<file path="src/hw/noc_settings.svh">
`ifndef NOC_SETTINGS_SVH
`define NOC_SETTINGS_SVH

// Mesh dimensions in routers
`define NOC_MESH_X 2
`define NOC_MESH_Y 2

// Flit field widths, 4 coordinates plus payload make 32 bits
`define NOC_COORD_W 2
`define NOC_PAYLOAD_W 24

// Entries in each router input buffer
`define NOC_FIFO_DEPTH 2

`endif
</file>
<file path="src/hw/noc_pkg.sv">
`default_nettype none

`include "noc_settings.svh"

package noc_pkg;

    localparam int NUM_PORTS = 5;

    // Port order follows the router's input and output arrays
    typedef enum logic [2:0] {
        NORTH = 3'd0,
        EAST  = 3'd1,
        SOUTH = 3'd2,
        WEST  = 3'd3,
        LOCAL = 3'd4
    } port_e;

    // Destination sits in the top bits of the flit
    typedef struct packed {
        logic [`NOC_COORD_W-1:0]   dest_x;
        logic [`NOC_COORD_W-1:0]   dest_y;
        logic [`NOC_COORD_W-1:0]   src_x;
        logic [`NOC_COORD_W-1:0]   src_y;
        logic [`NOC_PAYLOAD_W-1:0] payload;
    } flit_t;

    // Forward half of a channel, ready runs the other way
    typedef struct packed {
        logic  valid;
        flit_t flit;
    } link_t;

endpackage

`default_nettype wire

</file>
<file path="src/hw/mesh_router.sv">
`default_nettype none

`include "noc_settings.svh"

module mesh_router #(
    parameter int X_COORD = 0,
    parameter int Y_COORD = 0
) (
    input  wire                             clk,
    input  wire                             rst_n,
    input  wire noc_pkg::link_t             in_link   [noc_pkg::NUM_PORTS],
    output wire [noc_pkg::NUM_PORTS-1:0]    in_ready,
    output noc_pkg::link_t                  out_link  [noc_pkg::NUM_PORTS],
    input  wire [noc_pkg::NUM_PORTS-1:0]    out_ready
);

    localparam int N = noc_pkg::NUM_PORTS;

    // Outputs that face the mesh boundary, order is local west south east north
    localparam logic [N-1:0] EDGE_MASK = {
        1'b0,
        X_COORD == 0,
        Y_COORD == `NOC_MESH_Y - 1,
        X_COORD == `NOC_MESH_X - 1,
        Y_COORD == 0
    };

    wire noc_pkg::flit_t head_flit [N];
    // request is indexed [input][output], grant [output][input]
    wire [N-1:0]         request   [N];
    wire [N-1:0]         grant     [N];
    logic [N-1:0]        req_to    [N];
    logic [N-1:0]        pop;
    logic [N-1:0]        out_valid;

    for (genvar i = 0; i < N; i++) begin : g_in
        input_unit #(
            .X_COORD (X_COORD),
            .Y_COORD (Y_COORD),
            .IN_PORT (noc_pkg::port_e'(i))
        ) unit_i (
            .clk       (clk),
            .rst_n     (rst_n),
            .in_link   (in_link[i]),
            .in_ready  (in_ready[i]),
            .head_flit (head_flit[i]),
            .request   (request[i]),
            .pop       (pop[i])
        );
    end

    for (genvar o = 0; o < N; o++) begin : g_out
        rr_arbiter arb_i (
            .clk     (clk),
            .rst_n   (rst_n),
            .request (req_to[o]),
            .grant   (grant[o]),
            .advance (out_ready[o] && out_valid[o])
        );

        // Waiting flit on any output holds until taken
        a_out_hold: assert property (@(posedge clk) disable iff (!rst_n)
            out_link[o].valid && !out_ready[o]
            |=> out_link[o].valid && $stable(out_link[o].flit));
    end

    // Transpose requests per output and work out which heads leave
    always_comb begin
        pop = '0;
        for (int o = 0; o < N; o++) begin
            for (int i = 0; i < N; i++) begin
                req_to[o][i] = request[i][o];
                pop[i]       = pop[i] | (grant[o][i] & out_ready[o]);
            end
        end
    end

    // Crossbar
    always_comb begin
        for (int o = 0; o < N; o++) begin
            out_valid[o]      = |grant[o];
            out_link[o].valid = out_valid[o];
            out_link[o].flit  = '0;
            for (int i = 0; i < N; i++) begin
                if (grant[o][i]) begin
                    out_link[o].flit = head_flit[i];
                end
            end
        end
    end

    // XY routing keeps traffic off the boundary ports
    a_no_edge_out: assert property (@(posedge clk) disable iff (!rst_n)
        (out_valid & EDGE_MASK) == '0);

endmodule

`default_nettype wire

</file>
<file path="src/hw/rr_arbiter.sv">
`default_nettype none

module rr_arbiter (
    input  wire                            clk,
    input  wire                            rst_n,
    input  wire [noc_pkg::NUM_PORTS-1:0]   request,
    output logic [noc_pkg::NUM_PORTS-1:0]  grant,
    input  wire                            advance
);

    localparam int N     = noc_pkg::NUM_PORTS;
    localparam int IDX_W = $clog2(N);

    logic [IDX_W-1:0] ptr;
    logic [IDX_W-1:0] winner;
    logic [N-1:0]     rr_grant;
    logic [N-1:0]     held_grant;
    logic             locked;

    // First requester at or after the pointer
    always_comb begin
        int   idx;
        logic found;
        rr_grant = '0;
        found    = 1'b0;
        for (int k = 0; k < N; k++) begin
            idx = (int'(ptr) + k) % N;
            if (!found && request[idx]) begin
                rr_grant[idx] = 1'b1;
                found         = 1'b1;
            end
        end
    end

    // Stalled grant stays put so the output flit holds
    assign grant = locked ? held_grant : rr_grant;

    always_comb begin
        winner = '0;
        for (int k = 0; k < N; k++) begin
            if (grant[k]) begin
                winner = IDX_W'(k);
            end
        end
    end

    always_ff @(posedge clk or negedge rst_n) begin
        if (!rst_n) begin
            ptr        <= '0;
            locked     <= 1'b0;
            held_grant <= '0;
        end else begin
            locked     <= (grant != '0) && !advance;
            held_grant <= grant;
            if (advance) begin
                ptr <= (winner == IDX_W'(N - 1)) ? '0 : winner + 1'b1;
            end
        end
    end

    a_grant_legal: assert property (@(posedge clk) disable iff (!rst_n)
        $onehot0(grant) && ((grant & ~request) == '0));

endmodule

`default_nettype wire

</file>
<file path="src/hw/input_unit.sv">
`default_nettype none

`include "noc_settings.svh"

module input_unit #(
    parameter int             X_COORD = 0,
    parameter int             Y_COORD = 0,
    parameter noc_pkg::port_e IN_PORT = noc_pkg::LOCAL
) (
    input  wire                            clk,
    input  wire                            rst_n,
    input  wire noc_pkg::link_t            in_link,
    output wire                            in_ready,
    output noc_pkg::flit_t                 head_flit,
    output logic [noc_pkg::NUM_PORTS-1:0]  request,
    input  wire                            pop
);

    localparam logic [`NOC_COORD_W-1:0] MY_X = `NOC_COORD_W'(X_COORD);
    localparam logic [`NOC_COORD_W-1:0] MY_Y = `NOC_COORD_W'(Y_COORD);

    noc_pkg::link_t head;
    noc_pkg::port_e route;

    // XY order: settle x first, then y, then deliver
    function automatic noc_pkg::port_e xy_route(input noc_pkg::flit_t f);
        if (f.dest_x > MY_X) begin
            return noc_pkg::EAST;
        end else if (f.dest_x < MY_X) begin
            return noc_pkg::WEST;
        end else if (f.dest_y > MY_Y) begin
            return noc_pkg::SOUTH;
        end else if (f.dest_y < MY_Y) begin
            return noc_pkg::NORTH;
        end
        return noc_pkg::LOCAL;
    endfunction

    flit_fifo fifo_i (
        .clk       (clk),
        .rst_n     (rst_n),
        .in_link   (in_link),
        .in_ready  (in_ready),
        .out_link  (head),
        .out_ready (pop)
    );

    assign head_flit = head.flit;

    // One-hot request from the registered head, empty buffer asks for nothing
    always_comb begin
        route   = xy_route(head.flit);
        request = '0;
        if (head.valid) begin
            request[route] = 1'b1;
        end
    end

    // A flit never turns back the way it came
    a_no_u_turn: assert property (@(posedge clk) disable iff (!rst_n)
        IN_PORT == noc_pkg::LOCAL || !request[IN_PORT]);

    // Router only pops a head that is present
    a_pop_has_head: assert property (@(posedge clk) disable iff (!rst_n)
        pop |-> head.valid);

endmodule

`default_nettype wire

</file>
<file path="src/hw/flit_fifo.sv">
`default_nettype none

`include "noc_settings.svh"

module flit_fifo (
    input  wire             clk,
    input  wire             rst_n,
    input  wire noc_pkg::link_t in_link,
    output logic            in_ready,
    output noc_pkg::link_t  out_link,
    input  wire             out_ready
);

    localparam int DEPTH = `NOC_FIFO_DEPTH;
    localparam int PTR_W = (DEPTH > 1) ? $clog2(DEPTH) : 1;
    localparam int CNT_W = $clog2(DEPTH + 1);

    noc_pkg::flit_t   mem [DEPTH];
    logic [PTR_W-1:0] wr_ptr;
    logic [PTR_W-1:0] rd_ptr;
    logic [CNT_W-1:0] count;
    logic             push;
    logic             pop;

    function automatic logic [PTR_W-1:0] next_ptr(input logic [PTR_W-1:0] ptr);
        return (ptr == PTR_W'(DEPTH - 1)) ? '0 : ptr + 1'b1;
    endfunction

    // Ready comes from occupancy alone
    assign in_ready = (count != CNT_W'(DEPTH));
    assign push     = in_link.valid && in_ready;
    assign pop      = out_link.valid && out_ready;

    assign out_link.valid = (count != '0);
    assign out_link.flit  = mem[rd_ptr];

    always_ff @(posedge clk) begin
        if (push) begin
            mem[wr_ptr] <= in_link.flit;
        end
    end

    always_ff @(posedge clk or negedge rst_n) begin
        if (!rst_n) begin
            wr_ptr <= '0;
            rd_ptr <= '0;
            count  <= '0;
        end else begin
            if (push) begin
                wr_ptr <= next_ptr(wr_ptr);
            end
            if (pop) begin
                rd_ptr <= next_ptr(rd_ptr);
            end
            // Push and pop together leave the count as it is
            case ({push, pop})
                2'b10:   count <= count + 1'b1;
                2'b01:   count <= count - 1'b1;
                default: count <= count;
            endcase
        end
    end

    a_count_bound: assert property (@(posedge clk) disable iff (!rst_n)
        count <= CNT_W'(DEPTH));

    a_head_hold: assert property (@(posedge clk) disable iff (!rst_n)
        out_link.valid && !out_ready |=> out_link.valid && $stable(out_link.flit));

endmodule

`default_nettype wire

</file>
<file path="config.mk">
export PLATFORM = sky130hd
export DESIGN_NAME = mesh_router
export DESIGN_NICKNAME = d
export VERILOG_FILES = /design/src/hw/noc_pkg.sv /design/src/hw/mesh_router.sv /design/src/hw/rr_arbiter.sv /design/src/hw/input_unit.sv /design/src/hw/flit_fifo.sv
export VERILOG_INCLUDE_DIRS = /design/src /design/src/hw
export SDC_FILE = /design/constraint.sdc
export NUM_CORES = 1
export LEC_CHECK = 0
export BUFFER_PORTS_ARGS = -buffer_cell sky130_fd_sc_hd__buf_2
export CAP_MARGIN = 20
export CORE_ASPECT_RATIO = 0.5
export CORE_UTILIZATION = 40
export DETAILED_ROUTE_END_ITERATION = 16
export MAX_ROUTING_LAYER = met4
export PLACE_DENSITY = 0.59
export RECOVER_POWER = 100
export SLEW_MARGIN = 20
export SYNTH_ARGS = -nofsm -noshare
export SYNTH_HDL_FRONTEND = slang
export SYNTH_SLANG_ARGS = --single-unit
</file>
<file path="constraint.sdc">
create_clock -name clk -period 21.1 [get_ports clk]
set_input_delay 3.165 -clock clk [delete_from_list [all_inputs] [get_ports clk]]
set_output_delay 3.165 -clock clk [all_outputs]
set_load 0.005 [all_outputs]
</file>
==> impl_metrics.ini, run 1 <==
[synth]
synth_area_um2 = 28520
syn_area_per_cell_um2 = 9.507
synthCells = 3000
synth_ff_type = edfxtp_1
synth-seq-cells = 379
ys_seq_area_frac = 0.3887
synth_cell_types = 108
synth_top_cell_area_share = 0.3369
yosysWarningCount = 0
synth_nets = 3272
synth_top_cell_by_area = edfxtp_1
async_flop_share = 0.1557
ys_top_cells_by_area = edfxtp_1 34%, mux2i_1 6.4%, dfrtp_1 5.2%, ha_1 4.3%, mux2_2 4.1%
synth_edf_count = 320

[timing]
tns_ns = 0
setup_viol = 0
fin_crit_ns = 16.01
slew_headroom = -1.557
clock_skew_ns = 0.03662
max_freq_mhz = 62.45
rsz0062_at_grt = no
period_share = 0.7589
hold_violations = 0
worst_pin_slew_ns = 3.836
slew_violations = 1378

[placement]
port_buffers = 341
globalplace.congestion = 0.9520
placed_cells = 4092
hpwl_um = 81230

[setup_path]
arrival_ns = 12.85
crit_family = buffers and inverters
startpoint_type = flip-flop
slowest_delay_ns = 2.42
path_buf_inv = 8
path_max_fanout = 68
end_kind = output pin
critPathSlowestCell = clkbuf_1
path_common_cell = ha_1
cp.required_ns = 17.94
crit_type = reg -> out

[routing]
drt_iter0_drc = 3609
drt-pass1-iter-count = 7
drt-total-wl_um = 116500
vias_per_cell = 6.689
postRouteAntennaNets = 0
wl_per_cell_um = 27.91
num_vias = 27930
drc_errors = 0

[global_route]
grt_pass1_vias = 26100
grt_start_max_net_pins = 87
grt.total_usage = 0.3164
grt_pass1_wl_um = 169700
grt_overflow = 0
grt_antenna_before_repair = 11

[run]
cap_violations = 32

[die]
die_w_um = 379.6
die_h_um = 190.8
start_util = 0.4088
core_area_um2 = 69770
rows = 68
die_area_um2 = 72440
top_level_ports = 342

[hold_path]
hp-class = reg -> reg

[clock_tree]
htree_levels = 2
post_cts_resized = 0
ctsRootBufferMaster = clkbuf_16
clk_latency_ns = 0.57
postCtsSetupRepairBufs = 0
cts-buffers-inserted = 40
cts_tree = done
holdBufCountCts = 0
cts_buffer_depth = 3
clk_pin_slew_worst_paths_ns = 0.06
clock-sinks = 379

[run_status]
violations = capacitance limit, slew limit
run_status = finished with violations

[power]
p_per_area_nw_per_um2 = 203.8
p_total_mw = 6.471
ir_worst_vdd_uv = 121.9
power.leakage_nw = 11.57

[layout]
area_growth_pct = 11.31
nets = 3461
layout_commonest_cell = edfxtp_1
layout_common_cells = 320 x edfxtp_1, 275 x clkbuf_1, 209 x nor2_1
drive_above_1_share = 0.1115
register_area_um2 = 11100
fin_cells = 4175
multi_input_area_um2 = 16010
fill_cells = 6854
synthesized netlist by cell type, types with 66 or more instances:
| library cell | count |
|---|---|
| a21oi_1 | 169 |
| a221oi_1 | 66 |
| a311oi_1 | 91 |
| clkbuf_1 | 168 |
| edfxtp_1 | 320 |
| ha_1 | 99 |
| inv_1 | 107 |
| mux2_2 | 103 |
| mux2i_1 | 183 |
| nand2_1 | 199 |
| nand4_1 | 68 |
| nor2_1 | 213 |
| nor3_1 | 86 |
| o21ai_0 | 107 |
| o21ai_1 | 87 |
| o221ai_1 | 69 |
worst reg2reg max path: cells and delay by family (launching register included):
kind | cells | cell delay, ns
AOI/OAI and AO/OA | 7 | 2.09
adders and majority gates | 4 | 1.34
buffers and inverters | 7 | 6.97
DFF | 1 | 0.32
muxes | 1 | 0.25
and+or+nand+nor | 6 | 1.28
flip-flops by register name, summed over array words and instances, names as in the netlist:
register                   flops
g_in.unit_i.fifo_i.rd_ptr      5
g_in.unit_i.fifo_i.wr_ptr      5
g_in.unit_i.fifo_i.mem       320
g_out.arb_i.ptr                9
g_out.arb_i.locked             5
g_in.unit_i.fifo_i.count      10
g_out.arb_i.held_grant        25
kinds of logic (layout without fill, tap and decap cells):
kind of cell	count (synthesis)	count (layout)	synth area share
simple gates	823	823	0.1443
compound gates	994	994	0.2502
xor+xnor	41	41	0.01312
mux	291	291	0.1077
buf+inv	372	591	0.05190
fa+ha+maj	100	100	0.04413
flops	379	379	0.3887
other cells	0	11	0
power breakdown:
group,total (mW),internal (mW),switching [mW]
Combinational,4.59,1.49,3.10
Clock,0.692,0.383,0.309
Sequential,1.19,1.04,0.146
Total,6.47,2.92,3.55
cell type report:
type	count	area share
clock buffer	55	0.03496
clock inverter	17	0.004414
timing repair buffer	393	0.05372
antenna	11	0.0008671
inverter	126	0.01494
multi-input combinational	2249	0.5042
tap	945	0.03725
sequential	379	0.3496
final timing paths:
kind,endpoint,start,cells after the start,slack [ns]
max,out_link[106],g_out[1].arb_i.ptr[0],26,5.09
min,g_in[4].unit_i.fifo_i.wr_ptr,g_in[4].unit_i.fifo_i.wr_ptr,1,0.50
max reg2reg,g_out[1].arb_i.ptr[0],g_out[1].arb_i.ptr[0],25,8.76
min reg2reg,g_in[4].unit_i.fifo_i.wr_ptr,g_in[4].unit_i.fifo_i.wr_ptr,1,0.50
max in group asynchronous,g_in[3].unit_i.fifo_i.rd_ptr,rst_n,2,14.50
min in group asynchronous,g_in[2].unit_i.fifo_i.wr_ptr,rst_n,2,3.95
through the flow:
stage	hold WS (ns)	utilization	area, µm²	setup slack (ns)
2_1_floorplan	0.4608	-	28520	11.98
4_1_cts	0.5153	0.4612	32170	9.569
5_1_grt	0.5195	0.4550	31750	4.452
3_5_place_dp	0.5063	0.4433	30920	10.16
6_report	0.4957	0.4550	31750	5.086
3_3_place_gp	0.5047	0.4433	30920	10.30
layer usage:
metal	up-vias	GRT usage	wire [µm]
met5	-	-	0
met4	0	0.1887	8307
met3	450	0.03624	9907
met2	1753	0.5013	53160
met1	13520	0.3917	45130
li1	12210	-	-
No activity file was read; power rests on OpenSTA's default activity.
==> run 2: changes to the inputs <==
Settings changed: PLACE_DENSITY 0.59 to 0.62.
Clock period 21.1 ns to 13.4 ns, I/O delays scaled along.
==> impl_metrics.ini, run 2 (same netlist as run 1, synthesis figures left out) <==
[power]
p_total_mw = 10.29
power.leakage_nw = 11.60
p_per_area_nw_per_um2 = 323.5
ir_worst_vdd_uv = 259.0

[routing]
wl_per_cell_um = 28.41
postRouteAntennaNets = 0
drt-total-wl_um = 118500
drt-pass1-iter-count = 8
drt_iter0_drc = 4296
vias_per_cell = 6.759
drc_errors = 0
num_vias = 28200

[clock_tree]
post_cts_resized = 0
cts_buffer_depth = 3
clk_pin_slew_worst_paths_ns = 0.06
cts-buffers-inserted = 40
cts_tree = done
ctsRootBufferMaster = clkbuf_16
clock-sinks = 379
clk_latency_ns = 0.57
htree_levels = 2
postCtsSetupRepairBufs = 0
holdBufCountCts = 0

[die]
start_util = 0.4088
top_level_ports = 342
die_w_um = 379.6
die_h_um = 190.8
die_area_um2 = 72440
core_area_um2 = 69770
rows = 68

[global_route]
grt_start_max_net_pins = 88
grt_pass1_vias = 26590
grt_pass1_wl_um = 173400
grt_antenna_before_repair = 6
grt_overflow = 0
grt.total_usage = 0.3240

[timing]
slew_violations = 936
holdWs_ns = 0.4981
fin_crit_ns = 11.98
slew_headroom = -1.603
clock_skew_ns = 0.01410
rsz0062_at_grt = no
hold_violations = 0
worst_pin_slew_ns = 3.905
max_freq_mhz = 83.46
period_share = 0.8942
finalWorstSetupSlack_ns = 1.418
setup_viol = 0
tns_ns = 0

[setup_path]
crit_chain = inv_1, ha_1, inv_1, ha_1, nor3_1, or2_2, xnor2_1, ha_1, nand2_1, a22oi_1, mux2_1, a21oi_1, a21oi_1, a31oi_1, a32o_2, clkbuf_1, o21ai_0, o22ai_1, clkbuf_1
rr_startpoint = g_out[4].arb_i.ptr[0]
reg2reg_slack_ns = 3.72
slowest_delay_ns = 2.70
cp.required_ns = 11.39
r2r_end = g_in[1].unit_i.fifo_i.count[1]
startpoint = g_out[2].arb_i.ptr[1]
crit_family = buffers and inverters
path_buf_inv = 4
reg2regPathDepth = 24
path_common_cell = ha_1
critPathSlowestCell = clkbuf_1
arrival_ns = 9.97
path_max_fanout = 69
crit_type = reg -> out
end_kind = output pin
startpoint_type = flip-flop

[placement]
pre_cts_ws_ns = 2.911
port_buffers = 341
globalplace.congestion = 0.9583
postPlaceCellArea_um2 = 30950
hpwl_um = 81710
placed_cells = 4094

[layout]
top_regs = g_in.unit_i.fifo_i.mem: 320 flops, g_out.arb_i.held_grant: 25 flops, g_in.unit_i.fifo_i.count: 10 flops
register_area_um2 = 11100
area_growth_pct = 11.49
drive_above_1_share = 0.1127
fill_cells = 6834
layout_common_cells = 320 x edfxtp_1, 269 x clkbuf_1, 208 x nor2_1
top_register = g_in.unit_i.fifo_i.mem
largest_reg_flops = 320
nets = 3463
layout_commonest_cell = edfxtp_1
final_area_um2 = 31800
fin_cells = 4172
multi_input_area_um2 = 16000
utilization = 0.4558

[run_status]
violations = capacitance limit, slew limit
run_status = finished with violations

[hold_path]
hold_start = g_in[4].unit_i.fifo_i.wr_ptr
hold_depth = 1
hp-class = reg -> reg
min_to = g_in[4].unit_i.fifo_i.wr_ptr

[run]
cap_violations = 24
-- run 2: power by group --
group | total, mW | internal [mW] | leakage (nW) | switching (mW)
combinational | 7.31 | 2.34 | 7.28 | 4.96
sequential | 1.86 | 1.64 | 3.71 | 0.213
clock | 1.12 | 0.624 | 0.616 | 0.498
total | 10.3 | 4.61 | 11.6 | 5.67
-- run 2: metal layers --
metal / vias to the layer above / GRT usage / share of wire
li1: 12220 / - / -
met1: 13620 / 0.3980 / 0.38
met2: 1889 / 0.5033 / 0.45
met3: 465 / 0.04386 / 0.091
met4: 0 / 0.2130 / 0.080
met5: - / - / 0
-- run 2: final cells by class --
class                      instances  share of cell area
inverter                         126             0.01491
timing repair buffer             395             0.05497
clock buffer                      47             0.03298
multi-input combinational       2249              0.5030
clock inverter                    25            0.007358
sequential                       379              0.3491
tap                              945             0.03719
antenna                            6           0.0004722
-- run 2: worst register-to-register path: stages, from the launching register on --
cell,delay [ns]
dfrtp_1,0.34
buf_4,0.37
inv_1,0.44
ha_1,0.80
clkinv_1,0.43
ha_1,0.32
nor3_1,0.49
nor2_1,0.17
xnor2_1,0.34
ha_1,0.31
nand2b_1,0.08
a22oi_1,0.61
mux2i_1,0.30
nor4b_1,0.58
o311a_1,0.29
nand3_1,0.12
o311a_1,0.35
buf_4,0.22
inv_1,0.14
clkbuf_1,1.70
nand2_1,0.20
a31oi_1,0.40
ha_1,0.33
nor2_1,0.13
xor2_1,0.14
-- run 2: worst max-delay path by stage --
stage	to	slack [ns]	cells after the start
after floorplan	out_link[15]	5.43	24
final	out_link[92]	1.42	19
after CTS	out_link[2]	2.30	23
after detailed placement	out_link[2]	2.91	23
after global placement	out_link[2]	3.05	23
after global routing	out_link[14]	1.06	22
